## src/design/reset_sequencer.sv

```systemverilog
`timescale 1ns/1ps
`default_nettype none

module reset_sequencer #(
    parameter int RESET_CLK_CYCLES = 16
) (
    input  logic clk_core,
    input  logic rst_i,
    output logic core_rst_o
);

    // Wide enough to hold RESET_CLK_CYCLES itself
    localparam int CNT_W = (RESET_CLK_CYCLES > 0) ? $clog2(RESET_CLK_CYCLES + 1) : 1;

    logic [CNT_W-1:0] cnt_q;

    // Counter reloads during system reset and runs down afterwards
    always_ff @(posedge clk_core) begin
        if (rst_i) begin
            cnt_q <= CNT_W'(RESET_CLK_CYCLES);
        end else if (cnt_q != '0) begin
            cnt_q <= cnt_q - 1'b1;
        end
    end

    // Core reset stays asserted until the count is exhausted
    always_ff @(posedge clk_core) begin
        if (rst_i) begin
            core_rst_o <= 1'b1;
        end else begin
            core_rst_o <= (cnt_q != '0); // Falls on the edge that sees zero
        end
    end

endmodule

`default_nettype wire

```

## config.mk

```make
export PLATFORM = sky130hd
export DESIGN_NAME = reset_sequencer
export DESIGN_NICKNAME = d
export VERILOG_FILES = /design/src/design/reset_sequencer.sv
export SDC_FILE = /design/constraint.sdc
export NUM_CORES = 1
export LEC_CHECK = 0
export BUFFER_PORTS_ARGS = -buffer_cell sky130_fd_sc_hd__buf_2
export CORE_AREA = 5 5 42 44
export CTS_CLUSTER_SIZE = 8
export DETAILED_ROUTE_END_ITERATION = 6
export DIE_AREA = 0 0 47 49
export GPL_ROUTABILITY_DRIVEN = 0
export RECOVER_POWER = 50
export SLEW_MARGIN = 20
export SYNTH_ARGS = -nofsm -noshare
export SYNTH_HDL_FRONTEND = slang
export SYNTH_SLANG_ARGS = --single-unit
```

## constraint.sdc

```tcl
create_clock -name clk_core -period 1.57 [get_ports clk_core]
set_input_delay 0.471 -clock clk_core [delete_from_list [all_inputs] [get_ports clk_core]]
set_output_delay 0.471 -clock clk_core [all_outputs]
set_load 0.01 [all_outputs]
```

* Word-level counts from Yosys, hierarchy flattened
Cells that the tools add are included.
** Operators by class
- $add $sub $neg :: 1
- Reductions and logical operators :: 1
** Operator list (number)
- 5-bit nonzero test :: 1
- 5-bit by 1-bit subtractor with 5-bit output (second input constant) :: 1
** Word-level totals
- Flip-flop bits (word level) :: 6
- Input port bits :: 2
- Output and inout bits :: 1
- Logic and storage cells :: 4

* Logic depth before layout (Yosys ltp)
- Depth after elaboration :: 1
- Depth in mapped cells :: 4
- Gate-level depth less buffers :: 4

* Least setup slack after synthesis
Ideal clock, no wire load.
- Path kind :: reg-to-reg
- Start :: register cnt_q[0]
- End :: register cnt_q[0]
- Library setup time :: 0.121 ns
- Data arrival time :: 1.192 ns
- Slack :: 0.257 ns
- Cell stages (with the launch flop) :: 5
- Period minus slack after synthesis :: 1.313 ns
- Path through :: dfxtp_1 inv_1 ha_1 nor4b_4 mux2_2
** Between the ends
- Cells in the longest elaborated chain, start to end :: 1
- Elaborated cells on any way between the ends :: 2
** RTL lines
- start: declaration :: RTL line 15 : logic [CNT_W-1:0] cnt_q;
- start signal: assignment :: RTL line 20 : cnt_q <= CNT_W'(RESET_CLK_CYCLES);
- start signal: assignment :: RTL line 22 : cnt_q <= cnt_q - 1'b1;
- 5-bit by 1-bit subtractor with 5-bit output or 5-bit nonzero test (tied branches) :: RTL line 22, 21
Several ways; a longest one is shown, not always the timed one.
A chain may end at the register's enable or synchronous reset.

* Worst setup path after layout
Ends and elaborated chain as after synthesis.

==> flow_metrics.py <==
metrics = {
    "status": {
        "outcome": "complete, no violations",
    },
    "place": {
        "portBuffers": 2,
        "dpl_cell_area_um2": 341.6,
    },
    "setup_path": {
        "critical_path_class": "register to register",
        "worstPathRequired_ps": 1700,
        "crit_path_top_delay_cell": "mux2_2",
        "cpLargestDelayFamily": "multiplexers",
        "max_stage_delay_ps": 370,
        "cp_max_fo": 5,
        "critical_path_buf_inv_count": 1,
        "cp.arrival_ps": 1510,
        "end_kind": "register",
        "critPathLaunchType": "register",
        "worstPathCellList": "inv_1, ha_1, nor4b_4, mux2_2",
    },
    "route": {
        "detail_route.wl_per_cell_um": 9.571,
        "vias_per_cell": 4.367,
        "route.final.wire_length_um": 469,
        "drtIter0Drc": 3,
        "via_count": 214,
        "dr.pass1.iters": 2,
        "drc": 0,
        "drtAntennaViolNets": 0,
    },
    "finish": {
        "multi_input_area_um2": 173.9,
        "seq_area_um2": 120.1,
        "nets": 39,
        "n_fill_cell": 153,
        "antenna-diode-count": 0,
        "final_layout_size_suffix_gt1_share_pct": 30.30,
        "areaGrowthSynthToFinish_pct": 14.29,
        "final_common_cell": "dfxtp_1",
        "layout_common_cells": "dfxtp_1 (6), nor2_1 (3), clkbuf_4 (3)",
        "final_area_um2": 360.3,
    },
    "global_routing": {
        "gr-total-overflow": 0,
        "grt_max_degree": 10,
        "globalRouteTotalUtil_pct": 5.430,
        "antenna_found_initial": 0,
        "first_global_vias": 180,
        "grt_pass1_wl_um": 793,
    },
    "sta": {
        "rsz0062_at_grt": "false",
        "tightest_slew_ps": 338.5,
        "whs_ps": 525.2,
        "fin_crit_sh_pct": 87.76,
        "setup_violations": 0,
        "fmax_ghz": 0.7258,
        "tns_ps": 0,
        "slew_violations": 0,
        "hold_viol": 0,
        "max-slew-margin-rel_pct": 77.34,
        "skew_ps": 1.320,
        "period_needed_ps": 1378,
    },
    "synth": {
        "ys_types": 17,
        "netlist_area_um2": 315.3,
        "synth_warnings": 0,
        "synthCells": 28,
        "synth_seq_cells": 6,
        "synthTopCellsByArea": "dfxtp_1 (38%), ha_1 (7.9%), nor4b_4 (7.5%)",
        "yosysTopAreaCellShare_pct": 38.10,
        "synth_area_per_cell_um2": 11.26,
        "syn_nets": 32,
        "synth_area_leader_cell": "dfxtp_1",
        "yosysSeqAreaShare_pct": 38.10,
    },
    "cts": {
        "cts_tree": "built",
        "cts_setup_buffers": 0,
        "cts_resized": 0,
        "clock_sinks": 6,
        "cts_max_path_buffers": 2,
        "numCtsBuffers": 3,
        "insertion_delay_ps": 240,
        "htreeDepth": 1,
        "cts.reportedPaths.clkPinSlew_ps": 40,
        "cts_hold_buf": 0,
        "clockRootBuffer": "clkbuf_4",
    },
    "flow_run": {
        "max_cap_viol_count": 0,
    },
    "floorplanning": {
        "coreArea_um2": 1401,
        "pin_count": 3,
        "die-area_um2": 2303,
        "die_w_um": 47,
        "initial_core_util_pct": 22.50,
        "num_rows": 14,
        "die_h_um": 49,
    },
    "pwr": {
        "pwr_density_cell_nw_per_um2": 1944,
        "leakage_nw": 0.1406,
        "peakVddDrop_mv": 0.7931,
    },
    "worst_hold_path": {
        "hold_path.class": "primary input to register",
    },
}
logic make-up (layout without fill, tap and decap cells):
kind of cell,after synthesis,in the layout,synth area share (%)
xor gates and xnor gates,1,1,2.778
AOI/OAI and AO/OA,3,3,9.128
DFF,6,6,38.10
and+or+nand+nor,11,11,28.97
buffers and inverters,3,8,5.953
muxes,2,2,7.142
adders and majority gates,2,2,7.935
synthesized netlist by cell type:
cell and n:
dfxtp_1 6, nor2_1 3, ha_1 2, inv_1 2
mux2_2 2, nor2b_1 2, a211oi_2 1, a2bb2oi_1 1
buf_6 1, nand2b_1 1, nand4bb_1 1, nor3_1 1
nor4b_4 1, o31ai_1 1, or4_4 1, or4b_1 1
xnor2_1 1
where the power goes:
group	internal, mW	total, mW	leakage, nW	switching, mW
registers	0.216	0.302	0.0498	0.0855
clock network	0.0863	0.139	0.0138	0.0524
logic	0.163	0.260	0.0770	0.0966
sequential cells by signal (all words and copies together), names as in the netlist:
signal,flops
cnt_q,5
core_rst_o,1
final timing paths:
path,from,slack [ps],depth (start not counted),to
worst min-delay path,rst_i,530,2,cnt_q[3]
worst min register to register,cnt_q[3],570,2,cnt_q[3]
worst max register to register,cnt_q[0],190,4,cnt_q[0]
worst max-delay path,cnt_q[0],190,4,cnt_q[0]
cell type report:
type	instances	area share [%]
flip-flops and latches	6	33.33
well taps	16	5.556
repair buffers	3	4.514
multi-input cells	19	48.26
inverters	2	2.083
clock buffers	3	6.250
per-stage QoR:
stage	total power [mW]	setup WS [ps]	utilization, %	std cells
floorplan	0.5244	257.3	-	28
global placement	0.5684	208.3	24.38	46
detailed placement	0.5811	169.2	24.38	46
CTS	0.7268	168.6	25.98	49
global route	0.7650	90.53	25.71	49
finish	0.7004	192.2	25.71	49
per-layer routing:
layer  global-route usage, %  up-vias  part of all wire (%)
met5                       0        -                     0
met1                   6.402       96                    49
li1                        -      110                     -
met2                   5.430        6                    39
met3                   6.642        2                    12
met4                   2.765        0                  0.85
(Power assumes the default switching activity.)
