$ cat config.mk
export PLATFORM = sky130hd
export DESIGN_NAME = native_wb_bridge_flat
export DESIGN_NICKNAME = d
export VERILOG_FILES = /design/src/design/processor_ci_pkg.sv /design/src/design/core_wb_if.sv /design/src/design/native_wb_bridge.sv /design/src/flat_wrapper.sv
export SDC_FILE = /design/constraint.sdc
export NUM_CORES = 1
export LEC_CHECK = 0
export BUFFER_PORTS_ARGS = -buffer_cell sky130_fd_sc_hd__buf_2
export CORE_MARGIN = 4
export CORE_UTILIZATION = 37
export DETAILED_ROUTE_END_ITERATION = 10
export PLACE_DENSITY = 0.74
export SLEW_MARGIN = 20
export SYNTH_ARGS = -nofsm -noshare
export SYNTH_HDL_FRONTEND = slang
export SYNTH_SLANG_ARGS = --single-unit
$ cat constraint.sdc
create_clock -name clk_core -period 5.8 [get_ports clk_core]
set_clock_uncertainty 0.1 [all_clocks]
set_input_delay 0.58 -clock clk_core [delete_from_list [all_inputs] [get_ports clk_core]]
set_output_delay 0.58 -clock clk_core [all_outputs]
set_load 0.005 [all_outputs]
$ cat src/design/processor_ci_pkg.sv
`default_nettype none

package processor_ci_pkg;

    // Native and Wishbone bus widths
    localparam int ADDR_W = 32;
    localparam int DATA_W = 32;
    localparam int STRB_W = DATA_W / 8; // One strobe per byte lane

    // The address MSB selects the region
    localparam logic REGION_RAM  = 1'b0;
    localparam logic REGION_CTRL = 1'b1;

    // One bus address, seen as a raw word or split into its fields
    typedef union packed {
        logic [ADDR_W-1:0] raw;
        struct packed {
            logic              region;  // RAM or control space
            logic [ADDR_W-4:0] index;   // Word index, aliased by the memory
            logic [1:0]        offset;  // Byte offset within the word
        } fields;
    } bus_addr_u;

endpackage

`default_nettype wire

$ cat src/design/core_wb_if.sv
`timescale 1ns/1ps
`default_nettype none

interface core_wb_if;

    logic                                cyc;
    logic                                stb;
    logic                                we;
    logic [processor_ci_pkg::STRB_W-1:0] sel;   // Byte lane select
    logic [processor_ci_pkg::ADDR_W-1:0] addr;
    logic [processor_ci_pkg::DATA_W-1:0] wdata;
    logic [processor_ci_pkg::DATA_W-1:0] rdata;
    logic                                ack;   // One-cycle pulse

    // Bridge side
    modport master (
        output cyc,
        output stb,
        output we,
        output sel,
        output addr,
        output wdata,
        input  rdata,
        input  ack
    );

    // Memory side
    modport slave (
        input  cyc,
        input  stb,
        input  we,
        input  sel,
        input  addr,
        input  wdata,
        output rdata,
        output ack
    );

endinterface

`default_nettype wire

$ cat src/design/native_wb_bridge.sv
`timescale 1ns/1ps
`default_nettype none

module native_wb_bridge (
    input  logic                                clk_core,
    input  logic                                rst_i,
    input  logic                                mem_valid_i,
    input  logic [processor_ci_pkg::ADDR_W-1:0] mem_addr_i,
    input  logic [processor_ci_pkg::DATA_W-1:0] mem_wdata_i,
    input  logic [processor_ci_pkg::STRB_W-1:0] mem_wstrb_i,
    output logic [processor_ci_pkg::DATA_W-1:0] mem_rdata_o,
    output logic                                mem_ready_o,
    core_wb_if.master                           wb
);

    localparam logic [1:0] ST_IDLE = 2'd0; // Waiting for a native request
    localparam logic [1:0] ST_BUS  = 2'd1; // Wishbone cycle open
    localparam logic [1:0] ST_RESP = 2'd2; // Ready pulse out, valid ignored

    logic [1:0]                          state_q;
    logic                                bus_active_q;
    logic                                we_q;
    logic [processor_ci_pkg::STRB_W-1:0] sel_q;
    logic [processor_ci_pkg::ADDR_W-1:0] addr_q;
    logic [processor_ci_pkg::DATA_W-1:0] wdata_q;
    logic                                accept;
    logic                                done;

    assign accept = (state_q == ST_IDLE) && mem_valid_i;
    assign done   = (state_q == ST_BUS) && wb.ack;

    always_ff @(posedge clk_core) begin
        if (rst_i) begin
            state_q      <= ST_IDLE;
            bus_active_q <= 1'b0;
            mem_ready_o  <= 1'b0;
        end else begin
            mem_ready_o <= 1'b0;
            case (state_q)
                ST_IDLE: begin
                    if (mem_valid_i) begin
                        state_q <= ST_BUS;
                    end
                end
                ST_BUS: begin
                    if (wb.ack) begin
                        bus_active_q <= 1'b0;
                        mem_ready_o  <= 1'b1; // Registered copy of ack
                        state_q      <= ST_RESP;
                    end else begin
                        bus_active_q <= 1'b1; // Raised one cycle after capture
                    end
                end
                ST_RESP: begin
                    // Core still shows the old request here
                    state_q <= ST_IDLE;
                end
                default: begin
                    state_q <= ST_IDLE;
                end
            endcase
        end
    end

    // Request capture and response data
    always_ff @(posedge clk_core) begin
        if (accept) begin
            addr_q  <= mem_addr_i;
            wdata_q <= mem_wdata_i;
            we_q    <= |mem_wstrb_i;  // Any strobe means write
            sel_q   <= (mem_wstrb_i != '0) ? mem_wstrb_i : '1; // Reads take all lanes
        end
        if (done) begin
            mem_rdata_o <= wb.rdata;
        end
    end

    assign wb.cyc   = bus_active_q;
    assign wb.stb   = bus_active_q;
    assign wb.we    = we_q;
    assign wb.sel   = sel_q;
    assign wb.addr  = addr_q;
    assign wb.wdata = wdata_q;

endmodule

`default_nettype wire

$ cat src/flat_wrapper.sv
// flat-port wrapper written by rule: the top's interface ports become plain ports
module native_wb_bridge_flat 
  (clk_core, rst_i, mem_valid_i, mem_addr_i, mem_wdata_i, mem_wstrb_i, mem_rdata_o, mem_ready_o, wb_cyc, wb_stb, wb_we, wb_sel, wb_addr, wb_wdata, wb_rdata, wb_ack);
  core_wb_if wb_i ();
  input  logic clk_core;
  input  logic rst_i;
  input  logic mem_valid_i;
  input  logic [processor_ci_pkg::ADDR_W-1:0] mem_addr_i;
  input  logic [processor_ci_pkg::DATA_W-1:0] mem_wdata_i;
  input  logic [processor_ci_pkg::STRB_W-1:0] mem_wstrb_i;
  output logic [processor_ci_pkg::DATA_W-1:0] mem_rdata_o;
  output logic mem_ready_o;
  output wire logic [$bits(wb_i.cyc)-1:0] wb_cyc;
  output wire logic [$bits(wb_i.stb)-1:0] wb_stb;
  output wire logic [$bits(wb_i.we)-1:0] wb_we;
  output wire logic [$bits(wb_i.sel)-1:0] wb_sel;
  output wire logic [$bits(wb_i.addr)-1:0] wb_addr;
  output wire logic [$bits(wb_i.wdata)-1:0] wb_wdata;
  input wire logic [$bits(wb_i.rdata)-1:0] wb_rdata;
  input wire logic [$bits(wb_i.ack)-1:0] wb_ack;
  assign wb_cyc = wb_i.cyc;
  assign wb_stb = wb_i.stb;
  assign wb_we = wb_i.we;
  assign wb_sel = wb_i.sel;
  assign wb_addr = wb_i.addr;
  assign wb_wdata = wb_i.wdata;
  assign wb_i.rdata = wb_rdata;
  assign wb_i.ack = wb_ack;
  native_wb_bridge u_core (.clk_core(clk_core), .rst_i(rst_i), .mem_valid_i(mem_valid_i), .mem_addr_i(mem_addr_i), .mem_wdata_i(mem_wdata_i), .mem_wstrb_i(mem_wstrb_i), .mem_rdata_o(mem_rdata_o), .mem_ready_o(mem_ready_o), .wb(wb_i));
endmodule
* Word level (Yosys, flattened, before mapping)
Cells that the tools add are included.
** Storage, ports and cells
- Word-level logic and storage cells :: 24
- Register bits :: 105
- Output and inout port bits :: 104
- Input bits :: 104
** Cells by class
- Equality and inequality tests :: 3
- Reductions and logical operators :: 7
- Bitwise logic cells :: 1
- Multiplexer cells :: 5
** Operators by type and width (number)
- 2-to-1 mux 2 bit :: 2
- inequality test 2 bit, second input constant :: 2
- one-hot mux 2 bit (2 select lines) :: 1
- nonzero test 4 bit :: 1
- OR reduction 4 bit :: 1
- == test 2 x 1 -> 1 bit, second input constant :: 1
- logical AND 1 bit :: 2
- logical NOT 2 bit :: 1
- 2-to-1 mux 1 bit :: 2
- AND reduction 2 bit :: 1
- OR reduction 2 bit :: 1
- NOT 1 bit :: 1

* Logic depth before layout (Yosys ltp)
Gate-level depths: netlist of run 1.
- Depth after elaboration :: 3
- Mapped depth :: 2
- Gate-level depth less buffers :: 2

* Worst setup path before layout of run 1
OpenSTA, ideal clock, no wires.
- Path kind :: input-to-reg
- Start :: in mem_valid_i
- End :: reg u_core.addr_q, in the netlist u_core.wb.addr[0] (enable)
- Setup time :: 0.595 ns
- Data required time :: 5.105 ns
- Arrival :: 5.565 ns
- Stages :: 1
- Setup slack :: -0.459 ns
- Buffers on the path :: 0
- Cells stage by stage :: nor3b_1
** Between the ends
- Cells in the longest elaborated chain, start to end :: 1
** Ends and longest elaborated chain
- from (decl) :: RTL line flat_wrapper.sv:7 : input logic mem_valid_i;
- logical AND 1 bit :: RTL line native_wb_bridge.sv:29 : assign accept = (state_q == ST_IDLE) && mem_valid_i;
- to (signal assigned) :: RTL line native_wb_bridge.sv:68 : addr_q <= mem_addr_i;
- to (decl) :: RTL line native_wb_bridge.sv:24 : logic [processor_ci_pkg::ADDR_W-1:0] addr_q;
No other way between the ends.
A chain may end at the register's enable or synchronous reset.

* Worst setup path in the final report of run 1
- Start :: reg u_core.state_q[1]
- End :: reg u_core.sel_q, in the netlist u_core.wb.sel[3] (enable)
** Between the ends
- Cells in the longest elaborated chain, start to end :: 2
** Ends and longest elaborated chain
- from (decl) :: RTL line native_wb_bridge.sv:20 : logic [1:0] state_q;
- from (signal assigned) :: RTL line native_wb_bridge.sv:34 : state_q <= ST_IDLE;
- from (signal assigned) :: RTL line native_wb_bridge.sv:42 : state_q <= ST_BUS;
- from (signal assigned) :: RTL line native_wb_bridge.sv:49 : state_q <= ST_RESP;
- logical NOT 2 bit :: RTL line native_wb_bridge.sv:29
- logical AND 1 bit :: RTL line native_wb_bridge.sv:29
- net u_core.accept :: RTL line native_wb_bridge.sv:26 : logic accept;
- to (signal assigned) :: RTL line native_wb_bridge.sv:71 : sel_q <= (mem_wstrb_i != '0) ? mem_wstrb_i : '1;
- to (decl) :: RTL line native_wb_bridge.sv:23 : logic [processor_ci_pkg::STRB_W-1:0] sel_q;
The timed path passes the listed nets, and every way through them passes these cells.

==> metrics.yaml, run 1 <==
status: "finished, final reports clean"
clock.fmax_ghz: 0.5753
grt_pass1_wl_um: 10640
post_cts_resized: 0
wirelength_um: 7470
synth_area_leader_cell: "edfxtp_1"
synth_cells: 122
crit_required_ps: 5670
portBuffers: 207
p_int_mw: 1.139
die_w_um: 101.5
nFillCells: 693
grt_pass1_vias: 2050
ir_drop_mv: 0.1682
grt_overflow: 0
worst_slew_pin_slew_ps: 849.5
postRouteAntennaNets: 0
p_leak_nw: 1.940
antenna_found_initial: 0
start_util_pct: 38.79
cts-buffers-inserted: 9
fin_cells: 450
grt_util_all_layers_pct: 14.14
antenna_cells: 0
synth.area.top_cells: "edfxtp_1, dfxtp_1, o21bai_1"
setup_viol: 0
finish.net_count: 444
worstSetupPathType: "reg2reg"
ys.warnings.count: 0
placedCellCount: 434
min_period_ps: 1738
dieArea_sq_um: 10310
comb_power_share_pct: 7.5
finalCritPeriodShare_pct: 29.97
max-cap-violations: 0
cp_cell_sequence: "nor3b_4, buf_4"
insertion_delay_ps: 340
slowest_delay_ps: 670
synth_top_cell_area_share_pct: 93.74
final_cell_mix: "buf_2, edfxtp_1, clkbuf_8, o21bai_1, dfxtp_1"
p_per_area_nw_per_um2: 312.2
postSynthAreaPerCell_sq_um: 26.52
vias_per_cell: 4.391
tns_ps: 0
critPathArrivalTime_ps: 1610
die_height_um: 101.5
relSlewSlack_pct: 43.37
layout-drive-gt1-share_pct: 65.51
dr_total_vias: 1976
cts_tree: "yes"
syn-num-nets: 226
core_sq_um: 8341
grt_max_degree: 70
path_max_fanout: 69
netlist_area_sq_um: 3236
drtIter0Drc: 53
clkSlewWorstSetupHoldPaths_ps: 100
p_sw_uw: 299.4
area_growth_pct: 42.38
hold_viol: 0
drc: 0
synth_seq_area_share_pct: 96.21
critPathTopFamily: "buffers and inverters"
ys_ff_latch: 105
worstHoldPathType: "in2reg"
crit_buf_inv: 1
seq_power_share_pct: 62.2
p_clk_share_pct: 30.3
cts.root.buffer_cell: "clkbuf_8"
cp_slowest_cell: "buf_4"
wl_per_cell_um: 16.60
drtPass1Iterations: 4
rsz0062_at_grt: "no"
hold_buffers: 0
place_hpwl_um: 5949
clockBufferDepth: 2
routabilityCongestion: 0.7658
ios: 208
final_common_cell: "buf_2"
drv_slew: 0
p_sw_share_pct: 20.82
cts_max_level: 3
cts_setup_buffers: 0
placement_rows: 33
synthDistinctLibCells: 13
end_kind: "flip-flop"
clock_sink_count: 105
cp-start-kind: "flip-flop"
==> Yosys cell counts <==
cell type  count
a2111oi_1      1
a211oi_2       1
and3b_2        1
buf_4          1
dfxtp_1        4
edfxtp_1     101
inv_1          1
nand2b_1       1
nor2_1         1
nor2b_1        2
nor3b_1        1
o21bai_1       4
or2_1          3
==> cells by family after synthesis <==
kind of cell	after synthesis	share of synthesized area, %
AND/OR/NAND/NOR	9	1.818
buffers and inverters	2	0.3480
flip-flops	105	96.21
AO/OA/AOI/OAI	6	1.624
==> worst paths after layout <==
check	slack, ps	cells after the start	from	to
setup reg to reg	4060	2	u_core.state_q[1]	u_core.wb.sel[3]
setup / recovery	4060	2	u_core.state_q[1]	u_core.wb.sel[3]
hold / removal	290	1	mem_wdata_i[5]	u_core.wb.wdata[5]
hold reg to reg	390	2	u_core.wb.cyc	u_core.wb.cyc
==> final cells by class <==
class,count,area [sq um],share of cell area (%)
clock buffer,10,127.6,2.770
inverter,1,3.754,0.08148
multi-input combinational,15,122.6,2.662
timing repair buffer,208,1044,22.65
tap,105,131.4,2.852
sequential,105,3113,67.57
clock inverter,6,65.06,1.412
==> registers in the layout, indices dropped and copies added (netlist names) <==
register and count:
u_core.wb.cyc 1, u_core.wb.we 1, u_core.wb.wdata 32, u_core.wb.sel 4
u_core.mem_ready_o 1, u_core.mem_rdata_o 32, u_core.wb.addr 32, u_core.state_q 2
==> metrics by stage <==
stage	instance area, sq um	worst slack [ps]	utilization (%)	total power, mW	hold WS (ps)
floorplan	3241	1982	-	0.9413	343.8
global placement	4414	3809	52.93	1.018	367.8
detailed placement	4414	3766	52.93	1.025	396.4
CTS	4607	4069	55.24	1.458	274.2
global route	4607	3991	55.24	1.506	260.1
finish	4607	4062	55.24	1.438	295.0
==> routing by layer <==
metal	wire length (um)	global-route usage (%)	vias to the layer above
met5	0	0	-
li1	-	-	918
met2	3570	23.29	153
met4	60	4.601	0
met1	2597	15.26	899
met3	1241	8.402	6
==> power groups by stage <==
stage / clock (mW) / sequential [mW] / combinational, mW
5_1_grt: 0.487 / 0.899 / 0.120
2_1_floorplan: 0 / 0.920 / 0.0209
3_5_place_dp: 0 / 0.914 / 0.111
4_1_cts: 0.450 / 0.896 / 0.111
6_report: 0.435 / 0.895 / 0.108
3_3_place_gp: 0 / 0.910 / 0.107
Note: power is estimated with default switching activity, not from simulation.
==> run 2, diff against run 1 <==
--- a/config.mk
+++ b/config.mk
@@ -7,9 +7,9 @@
 export LEC_CHECK = 0
 export BUFFER_PORTS_ARGS = -buffer_cell sky130_fd_sc_hd__buf_2
 export CORE_MARGIN = 4
-export CORE_UTILIZATION = 37
+export CORE_UTILIZATION = 42
 export DETAILED_ROUTE_END_ITERATION = 10
-export PLACE_DENSITY = 0.74
+export PLACE_DENSITY = 0.8
 export SLEW_MARGIN = 20
 export SYNTH_ARGS = -nofsm -noshare
 export SYNTH_HDL_FRONTEND = slang
==> constraint.sdc (replaced) <==
create_clock -name clk_core -period 1.7 [get_ports clk_core]
set_clock_uncertainty 0.1 [all_clocks]
set_input_delay 0.17 -clock clk_core [delete_from_list [all_inputs] [get_ports clk_core]]
set_output_delay 0.17 -clock clk_core [all_outputs]
set_load 0.005 [all_outputs]
==> run 2 against run 1 <==
Largest cell class unchanged. Setup slack lost 4000 ps. Sequential power grew to 3.4 times the previous value. Flip-flop and latch count is the same. Count of clock-buffer cells in the layout down 1. Final cell count up 21%. Die area fell by 11%. Power rose to 3.5 times the previous value. Combinational power rose to 5.6 times the previous value. Critical path type is now in2reg. Critical endpoint is now u_core.state_q[0].
==> metrics.yaml, run 2 (synthesized netlist as in run 1, its figures left out) <==
portBuffers: 207  # unchanged
status: "finished, final reports clean"
nFillCells: 434  # -37%
place_hpwl_um: 6038  # +1.5%
cts_tree: "yes"
rsz0062_at_grt: "no"
end_kind: "flip-flop"
ir_drop_mv: 0.5858  # +250%
critPathArrivalTime_ps: 1820  # +210 ps
ios: 208  # unchanged
clock_sink_count: 105  # unchanged
insertion_delay_ps: 350  # about the same
die_height_um: 95.77  # -5.7%
clockBufferDepth: 2  # unchanged
setup_viol: 0  # unchanged
cts.root.buffer_cell: "clkbuf_8"
rr_startpoint: "u_core.state_q[0]"
hold_depth: 2  # +1
p_int_mw: 3.899  # +240%
min_period_ps: 1628
vias_per_cell: 4.532  # +3.2%
clkSlewWorstSetupHoldPaths_ps: 100  # about the same
antenna_cells: 0  # unchanged
path_max_fanout: 2  # -97%
final_cell_mix: "buf_2, edfxtp_1, dlygate4sd3_1, clkbuf_8, o21bai_1"
die_w_um: 95.77  # -5.7%
p_sw_mw: 1.116  # +270%
hold_viol: 0  # unchanged
total_power_mw: 5.015  # +250%
worstSetupPathType: "in2reg"
antenna_found_initial: 0  # unchanged
cts-buffers-inserted: 9  # unchanged
cts_setup_buffers: 0  # unchanged
post_cts_resized: 0  # unchanged
grt_max_degree: 41  # -41%
worstHoldPathType: "in2reg"
finish.net_count: 546  # +23%
p_per_area_nw_per_um2: 891.1  # +190%
dieArea_sq_um: 9172  # -11%
cp-start-kind: "input port"
postRouteAntennaNets: 0  # unchanged
crit_required_ps: 1890  # -3780 ps
max-cap-violations: 0  # unchanged
seq_power_share_pct: 60.9  # -1.3 points
final_common_cell: "buf_2"
p_leak_nw: 2.368  # +22%
p_sw_share_pct: 22.25  # +1.4 points
routabilityCongestion: 0.7128  # -6.9%
drc: 0  # unchanged
holdPathEnd: "u_core.wb.sel[1]"
hp-start: "mem_wstrb_i[1]"
reg2reg_depth: 3  # +1
layout-drive-gt1-share_pct: 51.12  # -14 points
grt_pass1_vias: 2720  # +33%
core_sq_um: 7370  # -12%
worst_slew_pin_slew_ps: 304.2  # -545.3 ps
relSlewSlack_pct: 79.67  # +36 points
drv_slew: 0  # unchanged
grt_pass1_wl_um: 14500  # +36%
wirelength_um: 9979  # +34%
finalCritPeriodShare_pct: 95.77
comb_power_share_pct: 12.0  # +4.5 points
area_growth_pct: 73.94
r2r_end: "u_core.state_q[0]"
drtPass1Iterations: 4  # unchanged
grt_overflow: 0  # unchanged
start_util_pct: 43.90  # +5.1 points
cts_max_level: 3  # unchanged
dr_total_vias: 2470  # +25%
clock.fmax_ghz: 0.6142
grt_util_all_layers_pct: 22.24  # +8.1 points
placement_rows: 31  # -6.1%
wl_per_cell_um: 18.31  # +10%
p_clk_share_pct: 27.1  # -3.2 points
worst-r2r-setup-slack_ps: 170  # -3890 ps
hold_buffers: 100  # +100
tns_ps: 0  # unchanged
drtIter0Drc: 88  # +66%
==> run 2: how the worst max path moves through the flow <==
stage	from	end	slack, ps	cells after the start
detailed placement	u_core.state_q[0]	u_core.wb.addr[26]	360	2
finish	wb_ack	u_core.state_q[0]	70	4
global route	wb_ack	u_core.state_q[0]	40	4
floorplan	u_core.state_q[0]	u_core.wb.addr[0]	-960	1
global placement	u_core.state_q[0]	u_core.wb.addr[25]	370	2
CTS	rst_i	u_core.state_q[0]	140	4
==> run 2: power groups by stage <==
stage               combinational, mW  clock, mW  sequential (mW)
floorplan                      0.0735          0             3.14
global placement                0.390          0             3.10
detailed placement              0.404          0             3.11
CTS                             0.586       1.37             3.05
global route                    0.649       1.50             3.07
finish                          0.600       1.36             3.06
==> run 2: layout make-up <==
class | count | area, sq um | area share [%]
clock buffers | 9 | 123.9 | 2.201
clock inverters | 6 | 42.54 | 0.7559
inverters | 1 | 3.754 | 0.06670
multi-input cells | 15 | 122.6 | 2.179
flip-flops and latches | 105 | 3114 | 55.34
well taps | 99 | 123.9 | 2.201
repair buffers | 310 | 2097 | 37.26
==> run 2: worst max-delay path: stages <==
cell           delay, ps
dlygate4sd3_1        550
buf_2                140
a2111oi_1            370
dlygate4sd3_1        600
==> run 2: routing by layer <==
metal  GRT usage [%]  vias to the layer above  routed length [um]
met3           8.757                       21                1291
met1           24.32                     1161                3530
met4           9.953                        0                 283
met2           38.16                      167                4873
li1                -                     1121                   -
met5               0                        -                   0
==> run 2: per-stage QoR <==
step           worst slack (ps)  instances  hold WS [ps]  cell area, sq um  utilization, %
2_1_floorplan            -957.8        122         134.6              3248               -
3_3_place_gp              370.8        430         246.3              4461           60.53
3_5_place_dp              359.0        430         248.1              4461           60.53
4_1_cts                   135.6        545         3.933              5628           76.37
5_1_grt                   38.69        545         18.45              5628           76.37
6_report                  71.90        545         13.87              5628           76.37
==> run 3, diff against run 2 <==
--- a/config.mk
+++ b/config.mk
@@ -9,6 +9,7 @@
 export CORE_MARGIN = 4
 export CORE_UTILIZATION = 42
 export DETAILED_ROUTE_END_ITERATION = 10
+export MAX_ROUTING_LAYER = met4
 export PLACE_DENSITY = 0.8
 export SLEW_MARGIN = 20
 export SYNTH_ARGS = -nofsm -noshare
==> run 3 against run 2 <==
Critical path depth unchanged. Fmax barely moved. Die area stayed put. Via count grew 0.16%. Combinational power about the same. Largest cell class unchanged. Critical endpoint unchanged. Sequential share of layout area did not move. Global-route usage up 0.67 points. Non-clock buffer count unchanged.
==> metrics.yaml, run 3 (synthesized netlist as in run 1, its figures left out) <==
min_period_ps: 1628  # +0.3736 ps
postRouteAntennaNets: 0  # unchanged
cp-startpoint: "wb_ack"
total_power_mw: 5.009  # -0.11%
critPathArrivalTime_ps: 1820  # about the same
cts.root.buffer_cell: "clkbuf_8"
p_leak_nw: 2.368  # unchanged
hold_buffers: 100  # unchanged
clock.fmax_ghz: 0.6141  # about the same
grt_pass1_wl_um: 14480  # -0.14%
crit_required_ps: 1890  # about the same
worst_slew_pin_slew_ps: 304.8  # +0.6500 ps
finish.net_count: 546  # unchanged
antenna_cells: 0  # unchanged
cp-start-kind: "input port"
place_area_sq_um: 4461  # unchanged
fin_area_sq_um: 5628  # unchanged
end_kind: "flip-flop"
routabilityCongestion: 0.7210  # +1.2%
holdPathEnd: "u_core.wb.sel[1]"
hold_viol: 0  # unchanged
cts_max_level: 3  # unchanged
r2r_end: "u_core.state_q[0]"
hp-start: "mem_wstrb_i[1]"
area_growth_pct: 73.94  # unchanged
vias_per_cell: 4.539  # +0.16%
layout-drive-gt1-share_pct: 51.12  # unchanged
path_max_fanout: 2  # unchanged
clock_sink_count: 105  # unchanged
die_height_um: 95.77  # unchanged
fin_hold_ws_ps: 13.31  # -0.5605 ps
cts-buffers-inserted: 9  # unchanged
fin_cells: 545  # unchanged
drtIter0Drc: 88  # unchanged
portBuffers: 207  # unchanged
placement_rows: 31  # unchanged
clockBufferDepth: 2  # unchanged
fin_util_pct: 76.37  # unchanged
dpl_worst_slack_ps: 359.0  # unchanged
ios: 208  # unchanged
worstSetupPathType: "in2reg"
cts_setup_buffers: 0  # unchanged
hold_depth: 2  # unchanged
wl_per_cell_um: 18.30  # about the same
max-cap-violations: 0  # unchanged
antenna_found_initial: 0  # unchanged
core_sq_um: 7370  # unchanged
drv_slew: 0  # unchanged
wirelength_um: 9971  # about the same
drtPass1Iterations: 4  # unchanged
grt_util_all_layers_pct: 22.91  # +0.67 points
grt_pass1_vias: 2714  # -0.22%
insertion_delay_ps: 350  # about the same
rr_startpoint: "u_core.state_q[0]"
post_cts_resized: 0  # unchanged
dieArea_sq_um: 9172  # unchanged
grt_overflow: 0  # unchanged
tns_ps: 0  # unchanged
finalCritPeriodShare_pct: 95.79  # about the same
p_per_area_nw_per_um2: 890.1  # -0.11%
place_hpwl_um: 6038  # unchanged
worst_slack_ps: 71.53  # -0.3736 ps
clkSlewWorstSetupHoldPaths_ps: 100  # about the same
worst-r2r-setup-slack_ps: 160  # about the same
start_util_pct: 43.90  # unchanged
status: "finished, final reports clean"
reg2reg_depth: 3  # unchanged
cts_tree: "yes"
placedCellCount: 430  # unchanged
grt_max_degree: 41  # unchanged
drc: 0  # unchanged
dr_total_vias: 2474  # +0.16%
relSlewSlack_pct: 79.63  # about the same
worstHoldPathType: "in2reg"
die_w_um: 95.77  # unchanged
setup_viol: 0  # unchanged
ir_drop_mv: 0.5804  # -0.93%
final_common_cell: "buf_2"
rsz0062_at_grt: "no"
final_cell_mix: "buf_2, edfxtp_1, dlygate4sd3_1, clkbuf_8, o21bai_1"
## run 3: cell counts in the layout (fill, tap and decap cells not counted)
No cell type changed its count.
## run 3: how the worst max path moves through the flow
stage	end	slack (ps)	cells after the start
floorplan	u_core.wb.addr[0]	-960	1
global placement	u_core.wb.addr[25]	370	2
detailed placement	u_core.wb.addr[26]	360	2
CTS	u_core.state_q[0]	140	4
global route	u_core.state_q[0]	40	4
finish	u_core.state_q[0]	70	4
## run 3: cell type report
type | instances | area, sq um
Clock inverter | 6 | 42.54
Tap cell | 99 | 123.9
Multi-Input combinational cell | 15 | 122.6
Fill cell | 434 | 1742
Timing Repair Buffer | 310 | 2097
Inverter | 1 | 3.754
Sequential cell | 105 | 3114
Clock buffer | 9 | 123.9
## run 3: power breakdown
group,internal [mW],switching [mW]
Sequential,3.01,0.0437
Combinational,0.354,0.246
Clock,0.534,0.820
Total,3.90,1.11
## run 3: per-layer routing
layer / global-route usage [%] / wire length, um / vias to the layer above
li1: - / - / 1121
met1: 25.76 / 3684 / 1156
met2: 38.16 / 4874 / 176
met3: 6.724 / 1136 / 21
met4: 9.953 / 276 / 0
met5: - / 0 / -
## run 3: critical path, stage by stage
cell and delay [ps]:
dlygate4sd3_1 540, buf_2 140, a2111oi_1 370, dlygate4sd3_1 600
